## config.mk

```make
export PLATFORM = sky130hd
export DESIGN_NAME = uncore_top
export DESIGN_NICKNAME = d
export VERILOG_FILES = /design/src/common/uncore_pkg.sv /design/src/xbar/rr_arbiter.sv /design/src/xbar/msg_xbar.sv /design/src/addr_decode.sv /design/src/devices/cfg_regs.sv /design/src/devices/clint.sv /design/src/uncore_top.sv
export SDC_FILE = /design/constraint.sdc
export NUM_CORES = 1
export LEC_CHECK = 0
export BUFFER_PORTS_ARGS = -buffer_cell sky130_fd_sc_hd__buf_2
export CAP_MARGIN = 10
export CORE_AREA = 2 2 235 237
export CTS_CLUSTER_SIZE = 30
export DETAILED_ROUTE_END_ITERATION = 16
export DIE_AREA = 0 0 237 239
export MAX_ROUTING_LAYER = met4
export PLACE_DENSITY_LB_ADDON = 0.08
export SETUP_SLACK_MARGIN = 0.2
export SYNTH_ARGS = -nofsm -noshare
export SYNTH_HDL_FRONTEND = slang
export SYNTH_SLANG_ARGS = --single-unit
```

## constraint.sdc

```tcl
create_clock -name clk_i -period 5.5 [get_ports clk_i]
set_clock_uncertainty 0.05 [all_clocks]
set_input_delay 1.1 -clock clk_i [delete_from_list [all_inputs] [get_ports clk_i]]
set_output_delay 1.1 -clock clk_i [all_outputs]
set_load 0.01 [all_outputs]
```

## src/common/uncore_pkg.sv

```systemverilog
package uncore_pkg;

  localparam int ADDR_W    = 32;
  localparam int DATA_W    = 64;
  localparam int NUM_SRC   = 2;
  localparam int NUM_SINK  = 3;
  localparam int SRC_ID_W  = 1;
  localparam int SINK_ID_W = 2;

  // Sink order on the command crossbar
  localparam logic [SINK_ID_W-1:0] SINK_CFG   = 2'd0;
  localparam logic [SINK_ID_W-1:0] SINK_CLINT = 2'd1;
  localparam logic [SINK_ID_W-1:0] SINK_MEM   = 2'd2;

  localparam logic [ADDR_W-1:0] DRAM_BASE = 32'h8000_0000;

  // Device field of a local address, bits 23:20
  localparam int DEV_LSB = 20;
  localparam int DEV_W   = 4;

  localparam logic [DEV_W-1:0] CFG_DEV   = 4'd1;
  localparam logic [DEV_W-1:0] CLINT_DEV = 4'd2;

  localparam logic [DEV_LSB-1:0] CFG_FREEZE_OFS  = 20'h0_0000;
  localparam logic [DEV_LSB-1:0] CFG_SCRATCH_OFS = 20'h0_0008;

  localparam logic [DEV_LSB-1:0] CLINT_MSIP_OFS     = 20'h0_0000;
  localparam logic [DEV_LSB-1:0] CLINT_MTIMECMP_OFS = 20'h0_4000;
  localparam logic [DEV_LSB-1:0] CLINT_MTIME_OFS    = 20'h0_BFF8;

  typedef enum logic {
    OP_READ  = 1'b0,
    OP_WRITE = 1'b1
  } mem_op_e;

  typedef struct packed {
    mem_op_e             op;
    logic [ADDR_W-1:0]   addr;
    logic [DATA_W-1:0]   data;
  } cmd_req_s;

  typedef struct packed {
    cmd_req_s            req;
    logic [SRC_ID_W-1:0] src_id;
  } cmd_msg_s;

  typedef struct packed {
    mem_op_e             op;
    logic [ADDR_W-1:0]   addr;
    logic [DATA_W-1:0]   data;
    logic [SRC_ID_W-1:0] src_id;
  } resp_msg_s;

endpackage

```

## src/xbar/rr_arbiter.sv

```systemverilog
`timescale 1ns/10ps

module rr_arbiter #(
  parameter int N = 2
) (
  input  logic         clk_i,
  input  logic         rst_n_i,
  input  logic [N-1:0] req_i,
  input  logic         ack_i,
  output logic [N-1:0] grant_o
);

  localparam int PTR_W = (N > 1) ? $clog2(N) : 1;

  logic [PTR_W-1:0] ptr_q;
  logic [PTR_W-1:0] win_idx;
  logic             any_req;

  // Scan from the far end so the requester nearest the pointer is kept
  always_comb
  begin
    win_idx = ptr_q;
    any_req = 1'b0;
    for (int k = N - 1; k >= 0; k--)
    begin
      if (req_i[(int'(ptr_q) + k) % N])
      begin
        win_idx = PTR_W'((int'(ptr_q) + k) % N);
        any_req = 1'b1;
      end
    end
    grant_o = '0;
    if (any_req)
      grant_o[win_idx] = 1'b1;
  end

  always_ff @(posedge clk_i)
  begin
    if (!rst_n_i)
      ptr_q <= '0;
    else if (ack_i)
      ptr_q <= (int'(win_idx) == N - 1) ? '0 : win_idx + 1'b1;
  end

  // A requester left waiting at a transfer goes ahead of the winner next
  a_grant_moves: assert property (@(posedge clk_i) disable iff (!rst_n_i)
    ack_i && |(req_i & ~grant_o) |=> grant_o != $past(grant_o));

endmodule

```

## src/xbar/msg_xbar.sv

```systemverilog
`timescale 1ns/10ps

module msg_xbar #(
  parameter int NUM_IN  = 2,
  parameter int NUM_OUT = 3,
  parameter type msg_t  = logic,
  localparam int DST_W  = (NUM_OUT > 1) ? $clog2(NUM_OUT) : 1
) (
  input  logic                           clk_i,
  input  logic                           rst_n_i,

  input  msg_t [NUM_IN-1:0]              in_msg_i,
  input  logic [NUM_IN-1:0][DST_W-1:0]   in_dst_i,
  input  logic [NUM_IN-1:0]              in_v_i,
  output logic [NUM_IN-1:0]              in_ready_o,

  output msg_t [NUM_OUT-1:0]             out_msg_o,
  output logic [NUM_OUT-1:0]             out_v_o,
  input  logic [NUM_OUT-1:0]             out_ready_i
);

  // Grants seen per output and the same grants seen per input
  logic [NUM_OUT-1:0][NUM_IN-1:0] out_grant;
  logic [NUM_IN-1:0][NUM_OUT-1:0] in_grant;

  for (genvar o = 0; o < NUM_OUT; o++)
  begin : g_out
    logic [NUM_IN-1:0] req;
    msg_t              sel_msg;

    for (genvar i = 0; i < NUM_IN; i++)
    begin : g_req
      assign req[i]         = in_v_i[i] && (in_dst_i[i] == DST_W'(o));
      assign in_grant[i][o] = out_grant[o][i];
    end

    rr_arbiter #(
      .N(NUM_IN)
    ) u_arb (
      .clk_i   (clk_i),
      .rst_n_i (rst_n_i),
      .req_i   (req),
      .ack_i   (out_v_o[o] && out_ready_i[o]),
      .grant_o (out_grant[o])
    );

    always_comb
    begin
      sel_msg = in_msg_i[0];
      for (int i = 0; i < NUM_IN; i++)
      begin
        if (out_grant[o][i])
          sel_msg = in_msg_i[i];
      end
    end

    assign out_msg_o[o] = sel_msg;
    assign out_v_o[o]   = |out_grant[o];
  end

  // Only the winner sees the sink's ready
  for (genvar i = 0; i < NUM_IN; i++)
  begin : g_in
    assign in_ready_o[i] = |(in_grant[i] & out_ready_i);

    a_single_grant: assert property (@(posedge clk_i) disable iff (!rst_n_i)
      $onehot0(in_grant[i]));
  end

endmodule

```

## src/addr_decode.sv

```systemverilog
`timescale 1ns/10ps

module addr_decode #(
  parameter int NUM_IN = 2
) (
  input  uncore_pkg::cmd_req_s [NUM_IN-1:0]                    req_i,
  output uncore_pkg::cmd_msg_s [NUM_IN-1:0]                    msg_o,
  output logic [NUM_IN-1:0][uncore_pkg::SINK_ID_W-1:0]         dst_o
);

  import uncore_pkg::*;

  for (genvar i = 0; i < NUM_IN; i++)
  begin : g_src
    logic             is_local;
    logic [DEV_W-1:0] dev;

    assign is_local = req_i[i].addr < DRAM_BASE;
    assign dev      = req_i[i].addr[DEV_LSB +: DEV_W];

    // Unknown local devices fall through to memory
    always_comb
    begin
      if (is_local && (dev == CFG_DEV))
        dst_o[i] = SINK_CFG;
      else if (is_local && (dev == CLINT_DEV))
        dst_o[i] = SINK_CLINT;
      else
        dst_o[i] = SINK_MEM;
    end

    assign msg_o[i].req    = req_i[i];
    assign msg_o[i].src_id = SRC_ID_W'(i);
  end

endmodule

```

## src/devices/cfg_regs.sv

```systemverilog
`timescale 1ns/10ps

module cfg_regs (
  input  logic                  clk_i,
  input  logic                  rst_n_i,

  input  uncore_pkg::cmd_msg_s  cmd_i,
  input  logic                  cmd_v_i,
  output logic                  cmd_ready_o,

  output uncore_pkg::resp_msg_s resp_o,
  output logic                  resp_v_o,
  input  logic                  resp_ready_i,

  output logic                  freeze_o
);

  import uncore_pkg::*;

  logic               resp_v_q;
  resp_msg_s          resp_q;
  logic               freeze_q;
  logic [DATA_W-1:0]  scratch_q;
  logic [DEV_LSB-1:0] ofs;
  logic [DATA_W-1:0]  rdata;
  logic               cmd_fire;
  logic               is_write;

  // A new command waits until the one response slot drains
  assign cmd_ready_o = !resp_v_q;
  assign cmd_fire    = cmd_v_i && cmd_ready_o;
  assign ofs         = cmd_i.req.addr[DEV_LSB-1:0];
  assign is_write    = cmd_i.req.op == OP_WRITE;

  always_comb
  begin
    case (ofs)
      CFG_FREEZE_OFS:  rdata = DATA_W'(freeze_q);
      CFG_SCRATCH_OFS: rdata = scratch_q;
      default:         rdata = '0;
    endcase
  end

  always_ff @(posedge clk_i)
  begin
    if (!rst_n_i)
    begin
      resp_v_q  <= 1'b0;
      freeze_q  <= 1'b1;
      scratch_q <= '0;
    end
    else
    begin
      if (cmd_fire)
        resp_v_q <= 1'b1;
      else if (resp_ready_i)
        resp_v_q <= 1'b0;

      if (cmd_fire && is_write && (ofs == CFG_FREEZE_OFS))
        freeze_q <= cmd_i.req.data[0];
      if (cmd_fire && is_write && (ofs == CFG_SCRATCH_OFS))
        scratch_q <= cmd_i.req.data;
    end
  end

  // Writes answer with zero data
  always_ff @(posedge clk_i)
  begin
    if (cmd_fire)
    begin
      resp_q.op     <= cmd_i.req.op;
      resp_q.addr   <= cmd_i.req.addr;
      resp_q.data   <= is_write ? '0 : rdata;
      resp_q.src_id <= cmd_i.src_id;
    end
  end

  assign resp_o   = resp_q;
  assign resp_v_o = resp_v_q;
  assign freeze_o = freeze_q;

  a_resp_hold: assert property (@(posedge clk_i) disable iff (!rst_n_i)
    resp_v_o && !resp_ready_i |=> resp_v_o && $stable(resp_o));

endmodule

```

## src/devices/clint.sv

```systemverilog
`timescale 1ns/10ps

module clint (
  input  logic                  clk_i,
  input  logic                  rst_n_i,

  input  uncore_pkg::cmd_msg_s  cmd_i,
  input  logic                  cmd_v_i,
  output logic                  cmd_ready_o,

  output uncore_pkg::resp_msg_s resp_o,
  output logic                  resp_v_o,
  input  logic                  resp_ready_i,

  output logic                  timer_irq_o,
  output logic                  software_irq_o
);

  import uncore_pkg::*;

  logic               resp_v_q;
  resp_msg_s          resp_q;
  logic               msip_q;
  logic [DATA_W-1:0]  mtimecmp_q;
  logic [DATA_W-1:0]  mtime_q;
  logic [DEV_LSB-1:0] ofs;
  logic [DATA_W-1:0]  rdata;
  logic               cmd_fire;
  logic               wr_fire;

  assign cmd_ready_o = !resp_v_q;
  assign cmd_fire    = cmd_v_i && cmd_ready_o;
  assign wr_fire     = cmd_fire && (cmd_i.req.op == OP_WRITE);
  assign ofs         = cmd_i.req.addr[DEV_LSB-1:0];

  always_comb
  begin
    case (ofs)
      CLINT_MSIP_OFS:     rdata = DATA_W'(msip_q);
      CLINT_MTIMECMP_OFS: rdata = mtimecmp_q;
      CLINT_MTIME_OFS:    rdata = mtime_q;
      default:            rdata = '0;
    endcase
  end

  always_ff @(posedge clk_i)
  begin
    if (!rst_n_i)
    begin
      resp_v_q   <= 1'b0;
      msip_q     <= 1'b0;
      mtimecmp_q <= '1;
      mtime_q    <= '0;
    end
    else
    begin
      if (cmd_fire)
        resp_v_q <= 1'b1;
      else if (resp_ready_i)
        resp_v_q <= 1'b0;

      if (wr_fire && (ofs == CLINT_MSIP_OFS))
        msip_q <= cmd_i.req.data[0];
      if (wr_fire && (ofs == CLINT_MTIMECMP_OFS))
        mtimecmp_q <= cmd_i.req.data;

      // A write to mtime takes the place of this cycle's tick
      if (wr_fire && (ofs == CLINT_MTIME_OFS))
        mtime_q <= cmd_i.req.data;
      else
        mtime_q <= mtime_q + 1'b1;
    end
  end

  always_ff @(posedge clk_i)
  begin
    if (cmd_fire)
    begin
      resp_q.op     <= cmd_i.req.op;
      resp_q.addr   <= cmd_i.req.addr;
      resp_q.data   <= (cmd_i.req.op == OP_WRITE) ? '0 : rdata;
      resp_q.src_id <= cmd_i.src_id;
    end
  end

  assign resp_o         = resp_q;
  assign resp_v_o       = resp_v_q;
  assign timer_irq_o    = mtime_q >= mtimecmp_q;
  assign software_irq_o = msip_q;

  a_resp_hold: assert property (@(posedge clk_i) disable iff (!rst_n_i)
    resp_v_o && !resp_ready_i |=> resp_v_o && $stable(resp_o));

endmodule

```

## src/uncore_top.sv

```systemverilog
`timescale 1ns/10ps

module uncore_top (
  input  logic                  clk_i,
  input  logic                  rst_n_i,

  input  uncore_pkg::cmd_req_s  proc_cmd_i,
  input  logic                  proc_cmd_v_i,
  output logic                  proc_cmd_ready_o,
  output uncore_pkg::resp_msg_s proc_resp_o,
  output logic                  proc_resp_v_o,
  input  logic                  proc_resp_ready_i,

  input  uncore_pkg::cmd_req_s  io_cmd_i,
  input  logic                  io_cmd_v_i,
  output logic                  io_cmd_ready_o,
  output uncore_pkg::resp_msg_s io_resp_o,
  output logic                  io_resp_v_o,
  input  logic                  io_resp_ready_i,

  output uncore_pkg::cmd_msg_s  mem_cmd_o,
  output logic                  mem_cmd_v_o,
  input  logic                  mem_cmd_ready_i,
  input  uncore_pkg::resp_msg_s mem_resp_i,
  input  logic                  mem_resp_v_i,
  output logic                  mem_resp_ready_o,

  output logic                  freeze_o,
  output logic                  timer_irq_o,
  output logic                  software_irq_o
);

  import uncore_pkg::*;

  // Source 0 is the processor, source 1 the incoming I/O port
  cmd_req_s  [NUM_SRC-1:0]                src_req;
  cmd_msg_s  [NUM_SRC-1:0]                src_msg;
  logic      [NUM_SRC-1:0][SINK_ID_W-1:0] src_dst;
  logic      [NUM_SRC-1:0]                src_cmd_v;
  logic      [NUM_SRC-1:0]                src_cmd_ready;
  resp_msg_s [NUM_SRC-1:0]                src_resp;
  logic      [NUM_SRC-1:0]                src_resp_v;
  logic      [NUM_SRC-1:0]                src_resp_ready;

  cmd_msg_s  [NUM_SINK-1:0]               sink_cmd;
  logic      [NUM_SINK-1:0]               sink_cmd_v;
  logic      [NUM_SINK-1:0]               sink_cmd_ready;
  resp_msg_s [NUM_SINK-1:0]               sink_resp;
  logic      [NUM_SINK-1:0][SRC_ID_W-1:0] sink_resp_dst;
  logic      [NUM_SINK-1:0]               sink_resp_v;
  logic      [NUM_SINK-1:0]               sink_resp_ready;

  assign src_req          = {io_cmd_i, proc_cmd_i};
  assign src_cmd_v        = {io_cmd_v_i, proc_cmd_v_i};
  assign proc_cmd_ready_o = src_cmd_ready[0];
  assign io_cmd_ready_o   = src_cmd_ready[1];

  assign proc_resp_o      = src_resp[0];
  assign proc_resp_v_o    = src_resp_v[0];
  assign io_resp_o        = src_resp[1];
  assign io_resp_v_o      = src_resp_v[1];
  assign src_resp_ready   = {io_resp_ready_i, proc_resp_ready_i};

  assign mem_cmd_o                  = sink_cmd[SINK_MEM];
  assign mem_cmd_v_o                = sink_cmd_v[SINK_MEM];
  assign sink_cmd_ready[SINK_MEM]   = mem_cmd_ready_i;
  assign sink_resp[SINK_MEM]        = mem_resp_i;
  assign sink_resp_v[SINK_MEM]      = mem_resp_v_i;
  assign mem_resp_ready_o           = sink_resp_ready[SINK_MEM];

  // Responses go back to whichever source the id names
  for (genvar s = 0; s < NUM_SINK; s++)
  begin : g_resp_dst
    assign sink_resp_dst[s] = sink_resp[s].src_id;
  end

  addr_decode #(.NUM_IN(NUM_SRC)) u_decode (
    .req_i (src_req),
    .msg_o (src_msg),
    .dst_o (src_dst)
  );

  msg_xbar #(.NUM_IN(NUM_SRC), .NUM_OUT(NUM_SINK), .msg_t(cmd_msg_s)) u_cmd_xbar (
    .clk_i       (clk_i),
    .rst_n_i     (rst_n_i),
    .in_msg_i    (src_msg),
    .in_dst_i    (src_dst),
    .in_v_i      (src_cmd_v),
    .in_ready_o  (src_cmd_ready),
    .out_msg_o   (sink_cmd),
    .out_v_o     (sink_cmd_v),
    .out_ready_i (sink_cmd_ready)
  );

  msg_xbar #(.NUM_IN(NUM_SINK), .NUM_OUT(NUM_SRC), .msg_t(resp_msg_s)) u_resp_xbar (
    .clk_i       (clk_i),
    .rst_n_i     (rst_n_i),
    .in_msg_i    (sink_resp),
    .in_dst_i    (sink_resp_dst),
    .in_v_i      (sink_resp_v),
    .in_ready_o  (sink_resp_ready),
    .out_msg_o   (src_resp),
    .out_v_o     (src_resp_v),
    .out_ready_i (src_resp_ready)
  );

  cfg_regs u_cfg (
    .clk_i        (clk_i),
    .rst_n_i      (rst_n_i),
    .cmd_i        (sink_cmd[SINK_CFG]),
    .cmd_v_i      (sink_cmd_v[SINK_CFG]),
    .cmd_ready_o  (sink_cmd_ready[SINK_CFG]),
    .resp_o       (sink_resp[SINK_CFG]),
    .resp_v_o     (sink_resp_v[SINK_CFG]),
    .resp_ready_i (sink_resp_ready[SINK_CFG]),
    .freeze_o     (freeze_o)
  );

  clint u_clint (
    .clk_i          (clk_i),
    .rst_n_i        (rst_n_i),
    .cmd_i          (sink_cmd[SINK_CLINT]),
    .cmd_v_i        (sink_cmd_v[SINK_CLINT]),
    .cmd_ready_o    (sink_cmd_ready[SINK_CLINT]),
    .resp_o         (sink_resp[SINK_CLINT]),
    .resp_v_o       (sink_resp_v[SINK_CLINT]),
    .resp_ready_i   (sink_resp_ready[SINK_CLINT]),
    .timer_irq_o    (timer_irq_o),
    .software_irq_o (software_irq_o)
  );

endmodule

```

==> results.py, run 1 <==
metrics = {
    "setup_path": {
        "reg2reg_from": "u_cmd_xbar.g_out[0].u_arb.ptr_q$_SDFFE_PN0P_",
        "endpoint_kind": "output pin",
        "critPathMaxStageDelay_ps": 500,
        "crit_type": "reg -> out",
        "slowest_stage": "or3b_2",
        "path_cells": "inv_1 -> ha_1 -> or3b_2 -> a21o_1 -> a32o_4 -> buf_4 -> and3_1 -> mux2i_1 -> o2bb2ai_1 -> buf_2",
        "required_ps": 4350,
        "cp_max_fo": 98,
        "crit_start": "u_resp_xbar.g_out[0].u_arb.ptr_q[0]$_SDFFE_PN0P_",
        "crit_arrival_ps": 3890,
        "startpoint_type": "register",
    },
    "timing": {
        "period_share": 0.9171,
        "tightest_slew_ps": 1304,
        "maxSlewViolCount": 0,
        "max_freq_mhz": 198.3,
        "layout_min_cycle_time_ps": 5044,
        "setup-violations-final": 0,
        "hold_viol": 0,
        "timing.final.ws_setup_ps": 456.0,
        "slew-limit-headroom": 0.1308,
        "rsz0062_at_grt": "false",
        "finalSetupTns_ps": 0,
    },
    "synth": {
        "ys_ff_latch": 399,
        "synth_xor_area_frac": 0.02001,
        "synthAdderAreaFrac": 0.03308,
        "synth_compound_area_frac": 0.1648,
        "syn_avg_cell_area_sq_um": 9.022,
        "netlist_area_sq_um": 26700,
        "synthArstFlopShare": 0,
        "synthDistinctLibCells": 73,
        "synthFlopType": "dfxtp_1",
        "synth_top_family_by_area": "simple AND/OR/NAND/NOR gates",
        "synth_mux_area_frac": 0.1442,
        "seq_area_frac_synth": 0.3726,
        "syn_nets": 3329,
        "yosys_warnings": 0,
        "synth_edf_count": 196,
        "synthCells": 2960,
        "synthSimpleGateAreaFrac": 0.1909,
    },
    "grt": {
        "grt_pass1_wl_mm": 133.8,
        "grt_usage": 0.3095,
        "grt_overflow": 0,
        "grt_max_degree": 102,
        "antenna_found_initial": 1,
        "grt_pass1_vias": 22760,
    },
    "min_path": {
        "min_path_type": "reg -> reg",
        "min-delay-start": "u_resp_xbar.g_out[1].u_arb.ptr_q[1]$_SDFFE_PN0P_",
    },
    "die": {
        "chipWidth_um": 237,
        "rows": 86,
        "fp.dieArea_sq_um": 56640,
        "initial_utilization": 0.4914,
        "fp.coreArea_sq_um": 54340,
        "ios": 603,
        "fp.dieH_um": 239,
    },
    "placement": {
        "place_area_sq_um": 29490,
        "hpwl_mm": 61.98,
        "place_congestion": 0.9588,
        "placed_cells": 3980,
        "post-place-ws_ps": 606.9,
        "numPortBuffers": 602,
    },
    "drt": {
        "drt_iter0_markers": 1629,
        "drt-vias-per-instance": 5.869,
        "routed_wirelength_mm": 88.44,
        "drt_first_pass_iters": 6,
        "wl_per_cell_um": 21.77,
        "drc": 0,
        "vias": 23839,
        "ant_nets": 0,
    },
    "outcome": {
        "status": "complete, no violations",
    },
    "power_and_ir_drop": {
        "leakagePower_uw": 0.01434,
        "switchingPower_uw": 1866,
        "power_frac_comb": 0.145,
        "power-per-cell-area_nw_per_um2": 231.8,
        "p_int_uw": 5301,
        "max-vdd-ir-drop_mv": 0.1801,
        "p_sw_frac": 0.2604,
        "power_uw": 7167,
        "seqPwrFrac": 0.441,
        "clockPowerShare": 0.414,
    },
    "clock_tree": {
        "cts-root-buf": "clkbuf_16",
        "clock_latency_ps": 570,
        "clk_pin_slew_ps": 60,
        "cts-buffers-inserted": 44,
        "cts_tree": "yes",
        "cts.path.max_buffers": 3,
        "cts.sinks": 399,
        "htreeDepth": 2,
    },
    "layout": {
        "final_common_cell": "buf_2",
        "area_delta_synth_final_pct": 15.77,
        "final_cell_mix": "buf_2 (601), nand2_1 (519), mux2i_1 (252), nor2_1 (203), dfxtp_1 (203)",
        "final_area_sq_um": 30920,
        "fin_cells": 4062,
        "drive_gt1_frac": 0.2700,
        "fin_nets": 3691,
    },
    "job": {
        "drv_cap": 0,
    },
}
[synth_stat cells (26+ instances only)]
| cell type | n | area (sq um) |
|---|---|---|
| nand2_1 | 519 | 1948 |
| and3_1 | 112 | 700.7 |
| clkbuf_1 | 182 | 683.2 |
| nand3_1 | 41 | 205.2 |
| xnor2_1 | 46 | 402.9 |
| and2_1 | 80 | 500.5 |
| inv_1 | 83 | 311.6 |
| mux2_2 | 118 | 1329 |
| ha_1 | 69 | 863.3 |
| dfxtp_1 | 203 | 4064 |
| o2bb2ai_1 | 97 | 849.6 |
| edfxtp_1 | 196 | 5886 |
| buf_4 | 102 | 765.7 |
| o21ai_0 | 157 | 785.8 |
| mux2i_1 | 252 | 2522 |
| nor2_1 | 204 | 765.7 |
| a22o_1 | 65 | 569.3 |
| a311oi_2 | 55 | 825.8 |
| a211oi_1 | 46 | 345.3 |
| nand4_1 | 26 | 162.7 |
| nand2b_1 | 36 | 225.2 |
| o211a_1 | 26 | 260.3 |
| a21oi_1 | 31 | 155.2 |
[per-layer routing]
metal,up-vias,wire length [um],global-route usage
met2,801,43490,0.5310
met1,11648,38410,0.3874
met4,0,1938,0.08074
met5,-,0,-
met3,103,4599,0.03753
li1,11287,-,-
[cell type report]
class                           instances  area [sq um]
Multi-Input combinational cell       2152         14910
Antenna cell                            2         5.005
Fill cell                            4899         23420
Clock inverter                         20         193.9
Clock buffer                           60          1224
Timing Repair Buffer                  641          3425
Sequential cell                       399          9950
Tap cell                              704         880.8
Inverter                               84         326.6
[metrics by stage]
stage          utilization  hold slack, ps
6_report            0.5689           434.2
5_1_grt             0.5689           455.7
4_1_cts             0.5688           428.3
3_5_place_dp        0.5427           419.5
3_3_place_gp        0.5427           418.4
2_1_floorplan            -           403.0
[power by group through the flow]
stage          clock network (uW)  logic (uW)  registers (uW)
2_1_floorplan                   0         645            3210
3_3_place_gp                    0        1020            3220
3_5_place_dp                    0        1030            3220
4_1_cts                      3020        1040            3160
5_1_grt                      3130        1110            3160
6_report                     2970        1040            3160
[final timing paths]
path                                                                          to  slack, ps  cells past startpoint
worst max-delay path                                              proc_resp_o[3]        460                     10
worst min-delay path            u_resp_xbar.g_out[1].u_arb.ptr_q[1]$_SDFFE_PN0P_        430                      2
worst max register to register                  u_cfg.scratch_q[21]$_SDFFE_PN0P_       2140                      8
worst min register to register  u_resp_xbar.g_out[1].u_arb.ptr_q[1]$_SDFFE_PN0P_        430                      2
[worst max-delay path, delay by kind of cell (launching register included)]
family / cells / cell delay (ps)
compound gates: 3 / 600
fa+ha+maj: 1 / 400
buf+inv: 3 / 690
flops: 1 / 380
mux: 1 / 390
simple gates: 2 / 840
[what timing repair did]
item	4_1_cts	5_1_grt
setup endpoints to repair	0	1
buffers inserted	0	0
endpoints found under the hold margin	0	0
hold buffers	0	0
gates resized for setup	0	1
[state kept, by name (all words and copies together) (netlist names)]
signal / flops
u_cfg.resp_o: 98
u_clint.resp_o: 98
u_cfg.scratch_q: 64
u_clint.mtime_q: 64
u_clint.mtimecmp_q: 64
u_resp_xbar.g_out.u_arb.ptr_q: 4
u_cmd_xbar.g_out.u_arb.ptr_q: 3
u_cfg.freeze_o: 1
u_cfg.resp_v_o: 1
u_clint.resp_v_o: 1
u_clint.software_irq_o: 1
[cells by family after synthesis]
family | after synthesis
AND/OR/NAND/NOR | 1101
buffers and inverters | 409
flip-flops | 399
XOR/XNOR | 61
multiplexers | 370
AO/OA/AOI/OAI | 549
adder cells (fa/ha/maj) | 71
Power figures use the tool's default switching activity.
==> run 2: changes to the inputs <==
CORE_AREA = 2 2 232 234   (was 2 2 235 237)
DIE_AREA = 0 0 234 236   (was 0 0 237 239)
SYNTH_HIERARCHICAL = 1   (was unset)
==> results.py, run 2 <==
metrics = {
    "clock_tree": {
        "hold_buffers": 0,
        "cts-buffers-inserted": 45,
        "cts.sinks": 399,
        "clock_latency_ps": 580,
        "clk_pin_slew_ps": 60,
        "htreeDepth": 2,
        "cts_tree": "yes",
        "cts-root-buf": "clkbuf_16",
        "cts.repair.resized": 0,
        "post-cts-setup-buffer-count": 0,
        "cts.path.max_buffers": 3,
    },
    "grt": {
        "grt_overflow": 0,
        "use_met3": 0.03373,
        "use_met2": 0.4840,
        "grt_use_met1": 0.3833,
        "grt_pass1_vias": 22214,
        "top_usage_layer": "met2",
        "grt_max_degree": 141,
        "grt_pass1_wl_mm": 125.1,
        "grt_usage": 0.2954,
        "antenna_found_initial": 3,
    },
    "synth": {
        "synth_top_area_frac": 0.2137,
        "synthDistinctLibCells": 73,
        "synth_compound_area_frac": 0.1472,
        "yosys-top-cells-area": "edfxtp_1 (21%), dfxtp_1 (15%), mux2_2 (12%), mux2i_1 (7.4%), buf_4 (6.9%)",
        "syn_nets": 3333,
        "synth_edf_count": 196,
        "ys_top_cells_by_count": "nand2_1 (334), o21ai_0 (303), mux2_2 (295)",
        "synthCells": 2962,
        "synthFlopType": "dfxtp_1",
        "seq_area_frac_synth": 0.3612,
        "synthAdderAreaFrac": 0.03225,
        "synth_xor_area_frac": 0.02035,
        "yosys_warnings": 6,
        "synthSimpleGateAreaFrac": 0.1333,
        "synth_mux_area_frac": 0.1943,
        "synthArstFlopShare": 0,
        "netlist_area_sq_um": 27550,
        "ys_ff_latch": 399,
        "synth_top_family_by_area": "multiplexers",
        "synth.most_common_cell": "nand2_1",
        "synth_top_area_cell": "edfxtp_1",
        "syn_avg_cell_area_sq_um": 9.300,
    },
    "setup_path": {
        "r2r_setup_slack_ps": 2010,
        "reg2regPathDepth": 10,
        "r2r_end": "u_cfg/resp_o[30]$_SDFFCE_PP0P_",
        "cp-endpoint": "io_resp_o[83]",
        "startpoint_type": "register",
        "crit_type": "reg -> out",
        "crit_start": "u_resp_xbar/g_out[1].u_arb/ptr_q[0]$_SDFFE_PN0P_",
        "crit_arrival_ps": 3900,
        "required_ps": 4350,
        "endpoint_kind": "output pin",
        "cp_max_fo": 57,
        "reg2reg_from": "u_cmd_xbar/g_out[0].u_arb/ptr_q$_SDFFE_PN0P_",
    },
    "timing": {
        "max_freq_mhz": 197.9,
        "finalSetupTns_ps": 0,
        "hold_viol": 0,
        "setup-violations-final": 0,
        "maxSlewViolCount": 0,
        "period_share": 0.9188,
        "tightest_slew_ps": 822.4,
        "slew-limit-headroom": 0.4517,
        "rsz0062_at_grt": "false",
        "layout_min_cycle_time_ps": 5053,
    },
    "layout": {
        "fin_nets": 3623,
        "final_cell_mix": "buf_2 (601), nand2_1 (334), o21ai_0 (303), mux2_2 (295)",
        "area_delta_synth_final_pct": 12.79,
        "drive_gt1_frac": 0.3203,
        "final_common_cell": "buf_2",
        "final_area_sq_um": 31070,
    },
    "die": {
        "chipWidth_um": 234,
        "initial_utilization": 0.5191,
        "ios": 603,
        "fp.dieArea_sq_um": 55220,
        "rows": 85,
        "fp.dieH_um": 236,
        "fp.coreArea_sq_um": 53070,
    },
    "job": {
        "drv_cap": 0,
    },
    "drt": {
        "routed_wirelength_mm": 82.53,
        "drt-vias-per-instance": 5.783,
        "wl_per_cell_um": 20.69,
        "drt_first_pass_iters": 6,
        "drt_iter0_markers": 1556,
        "ant_nets": 0,
        "drc": 0,
        "vias": 23064,
    },
    "placement": {
        "hpwl_mm": 58.63,
        "place_congestion": 0.9534,
        "place_area_sq_um": 29520,
        "numPortBuffers": 602,
    },
    "power_and_ir_drop": {
        "power-per-cell-area_nw_per_um2": 243.0,
        "max-vdd-ir-drop_mv": 0.1562,
        "leakagePower_uw": 0.01182,
    },
    "outcome": {
        "status": "complete, no violations",
    },
    "min_path": {
        "min_path_type": "reg -> reg",
    },
}
-- run 2: changes by cell type in the layout (fill, tap and decap cells not counted), sizes merged, moves of 64 or more --
cell     change
a21boi      +65
a311oi      -66
and3        -95
mux2       +177
nand2      -185
nor2       -105
o211ai      +64
o21ai      +170
o2bb2ai     -97
-- run 2: per-stage QoR --
| step | worst slack (ps) | hold slack (ps) | total power (uW) | std cells | utilization |
|---|---|---|---|---|---|
| after detailed placement | 129.6 | 416.6 | 4495 | 3901 | 0.5563 |
| after floorplan | 422.6 | 393.4 | 4057 | 2962 | - |
| after global routing | 304.0 | 445.7 | 7826 | 3987 | 0.5854 |
| final | 446.7 | 423.9 | 7549 | 3988 | 0.5855 |
| after global placement | 138.2 | 407.1 | 4478 | 3901 | 0.5563 |
| after CTS | 508.2 | 426.3 | 7608 | 3984 | 0.5853 |
-- run 2: where the power goes --
part           internal, uW  switching [uW]  total, uW
clock                  1880            1230       3110
sequential             3130            17.1       3150
combinational           561             730       1290
total                  5580            1970       7550
-- run 2: area by class of cell --
class                   instances  area [sq um]
diodes                          4         10.01
clock buffers                  71          1398
clock inverters                12         140.1
fillers                      4690         22000
inverters                      91         341.6
multi-input cells            2062         14660
flip-flops and latches        399          9950
well taps                     696         870.8
repair buffers                653          3702
-- run 2: layer usage --
metal / vias up / routed length [um]
met5: - / 0
met4: 0 / 1978
met3: 116 / 4651
met2: 767 / 39640
met1: 11156 / 36260
li1: 11025 / -
-- run 2: cell families (layout without fill, tap and decap cells) --
family / after synthesis / count (layout)
compound gates: 666 / 666
xor+xnor: 64 / 64
fa+ha+maj: 71 / 71
buf+inv: 501 / 827
flops: 399 / 399
mux: 498 / 498
other cells: 2 / 6
simple gates: 761 / 761
-- run 2: worst max-delay path, stage by stage, from the launching register on --
cell and delay [ps]:
dfxtp_1 390, inv_1 100, ha_1 490, and2b_1 220, o21ai_1 180, o2111ai_1 190
a21oi_2 270, nor3b_4 330, buf_12 360, mux2i_1 150, o21ai_0 380, buf_2 210
-- run 2: worst min path at each step --
stage | from | end | slack [ps] | cells past startpoint
global placement | u_cfg/scratch_q[35]$_SDFFE_PN0P_ | u_cfg/scratch_q[35]$_SDFFE_PN0P_ | 410 | 2
floorplan | u_cfg/scratch_q[35]$_SDFFE_PN0P_ | u_cfg/scratch_q[35]$_SDFFE_PN0P_ | 390 | 2
detailed placement | u_cfg/scratch_q[35]$_SDFFE_PN0P_ | u_cfg/scratch_q[35]$_SDFFE_PN0P_ | 420 | 2
global route | u_cfg/scratch_q[19]$_SDFFE_PN0P_ | u_cfg/scratch_q[19]$_SDFFE_PN0P_ | 450 | 2
CTS | u_cfg/scratch_q[33]$_SDFFE_PN0P_ | u_cfg/scratch_q[33]$_SDFFE_PN0P_ | 430 | 2
finish | u_cfg/scratch_q[19]$_SDFFE_PN0P_ | u_cfg/scratch_q[19]$_SDFFE_PN0P_ | 420 | 2
==> run 3: changes to the inputs <==
CORE_AREA = unset   (was 2 2 232 234)
CORE_MARGIN = 2   (was unset)
CORE_UTILIZATION = 51   (was unset)
DIE_AREA = unset   (was 0 0 234 236)
clock period = 4.6 ns   (was 5.5 ns; I/O delays follow)
==> results.py, run 3 (same netlist as run 2, synthesis figures left out) <==
metrics = {
    "layout": {
        "final_cell_mix": "buf_2 (601), nand2_1 (334), o21ai_0 (302), mux2_2 (295), dfxtp_1 (198)",
        "final_common_cell": "buf_2",
        "fin_nets": 3667,
        "fin_cells": 4030,
        "multi_input_comb_area_sq_um": 14850,
        "area_delta_synth_final_pct": 15.56,
        "utilization": 0.5939,
        "num-fill-cells": 4679,
        "regArea_sq_um": 9956,
        "drive_gt1_frac": 0.3382,
        "final_area_sq_um": 31830,
    },
    "outcome": {
        "status": "complete, no violations",
    },
    "setup_path": {
        "r2r_setup_slack_ps": 1310,
        "reg2regPathDepth": 10,
        "crit_type": "reg -> out",
        "crit_start": "u_resp_xbar/g_out[1].u_arb/ptr_q[0]$_SDFFE_PN0P_",
        "required_ps": 3630,
        "startpoint_type": "register",
        "cp-endpoint": "io_resp_o[85]",
        "crit_arrival_ps": 3420,
        "cp_max_fo": 11,
        "reg2reg_from": "u_cmd_xbar/g_out[1].u_arb/ptr_q$_SDFFE_PN0P_",
        "endpoint_kind": "output pin",
        "r2r_end": "u_clint/mtimecmp_q[24]$_SDFFE_PN1P_",
    },
    "min_path": {
        "min_path_type": "reg -> reg",
    },
    "drt": {
        "drt-vias-per-instance": 5.787,
        "routed_wirelength_mm": 84.52,
        "drt_first_pass_iters": 6,
        "wl_per_cell_um": 20.97,
        "wl_met2_mm": 41.06,
        "drc": 0,
        "ant_nets": 0,
        "vias": 23321,
        "met1_length_mm": 36.45,
        "top_layer_used": "met4",
        "wl_met3_mm": 4.772,
        "drt_iter0_markers": 1618,
    },
    "grt": {
        "grt_pass1_wl_mm": 126.2,
        "grt_pass1_vias": 22649,
        "grt_usage": 0.2908,
        "grt_max_degree": 140,
        "antenna_found_initial": 2,
        "grt_overflow": 0,
    },
    "job": {
        "drv_cap": 0,
    },
    "timing": {
        "setup-violations-final": 0,
        "max_freq_mhz": 227.6,
        "tightest_slew_ps": 1068,
        "period_share": 0.9552,
        "layout_min_cycle_time_ps": 4394,
        "slew-limit-headroom": 0.2878,
        "rsz0062_at_grt": "true",
        "fin_hold_ws_ps": 420.7,
        "hold_viol": 0,
        "maxSlewViolCount": 0,
    },
    "placement": {
        "hpwl_mm": 59.49,
        "place_area_sq_um": 29840,
        "placed_cells": 3921,
        "place_congestion": 0.9469,
        "numPortBuffers": 602,
    },
    "clock_tree": {
        "cts-buffers-inserted": 44,
        "clk_pin_slew_ps": 60,
        "hold_buffers": 0,
        "cts-root-buf": "clkbuf_16",
        "cts.sinks": 399,
        "cts.path.max_buffers": 3,
        "clock_latency_ps": 570,
        "htreeDepth": 2,
        "cts_tree": "yes",
    },
    "die": {
        "initial_utilization": 0.5139,
        "fp.dieH_um": 236.4,
        "fp.coreArea_sq_um": 53600,
        "chipWidth_um": 236.4,
        "rows": 85,
        "ios": 603,
        "fp.dieArea_sq_um": 55890,
    },
    "power_and_ir_drop": {
        "power-per-cell-area_nw_per_um2": 280.4,
        "leakagePower_uw": 0.01216,
        "max-vdd-ir-drop_mv": 0.2003,
        "power_uw": 8926,
    },
}
==> run 3: cell count changes in the layout (fill, tap and decap cells not counted), sizes merged <==
cell / delta
buf: +40
bufbuf: +1
bufinv: -1
clkbuf: -2
clkinv: +5
clkinvlp: +1
diode: -2
dlymetal6s2s: +1
inv: -1
==> run 3: worst max-delay path: stages, from the launching register on <==
cell and delay (ps):
dfxtp_2 360, inv_2 60, ha_4 240, dlymetal6s2s_1 180, nor2b_1 150, o21ai_2 160
o2111ai_2 130, a21oi_2 210, nor3b_4 260, buf_12 190, buf_16 150, mux2i_1 80
o21ai_0 430, buf_2 230
==> run 3: final cells by class <==
cell class / instances / area share
diodes: 2 / 0.0001572
clock buffers: 66 / 0.04072
clock inverters: 16 / 0.004402
inverters: 91 / 0.01073
multi-input cells: 2062 / 0.4663
flip-flops and latches: 399 / 0.3127
well taps: 696 / 0.02736
repair buffers: 698 / 0.1376
==> run 3: timing repair <==
| item | 4_1_cts | 5_1_grt |
|---|---|---|
| gates resized for setup | 12 | 43 |
| gates cloned | 2 | 5 |
| buffers inserted | 7 | 11 |
| pin swaps | 3 | 7 |
| setup endpoints to repair | 196 | 255 |
==> run 3: metal layers <==
metal  track usage  vias to the layer above
li1              -                    11109
met1        0.3712                    11271
met2        0.4846                      815
met3       0.03675                      126
met4       0.08266                        0
met5             -                        -
==> run 3: how the worst min path moves through the flow <==
stage	from	cells past startpoint	to
2_1_floorplan	u_cfg/scratch_q[35]$_SDFFE_PN0P_	2	u_cfg/scratch_q[35]$_SDFFE_PN0P_
3_3_place_gp	u_cfg/scratch_q[35]$_SDFFE_PN0P_	2	u_cfg/scratch_q[35]$_SDFFE_PN0P_
3_5_place_dp	u_cfg/scratch_q[57]$_SDFFE_PN0P_	2	u_cfg/scratch_q[57]$_SDFFE_PN0P_
4_1_cts	u_cfg/scratch_q[35]$_SDFFE_PN0P_	2	u_cfg/scratch_q[35]$_SDFFE_PN0P_
5_1_grt	u_cfg/scratch_q[25]$_SDFFE_PN0P_	2	u_cfg/scratch_q[25]$_SDFFE_PN0P_
6_report	u_cfg/scratch_q[57]$_SDFFE_PN0P_	2	u_cfg/scratch_q[57]$_SDFFE_PN0P_
==> run 3: power by group <==
group / internal [uW] / switching (uW)
clock: 2060 / 1460
sequential: 3750 / 22.6
combinational: 738 / 899
==> run 3: stage by stage <==
step                setup TNS (ps)  worst slack [ps]
floorplan                   -11520            -175.3
global placement            -35500            -386.0
detailed placement          -31780            -367.4
CTS                              0             204.0
global route                     0             121.0
finish                           0             205.9
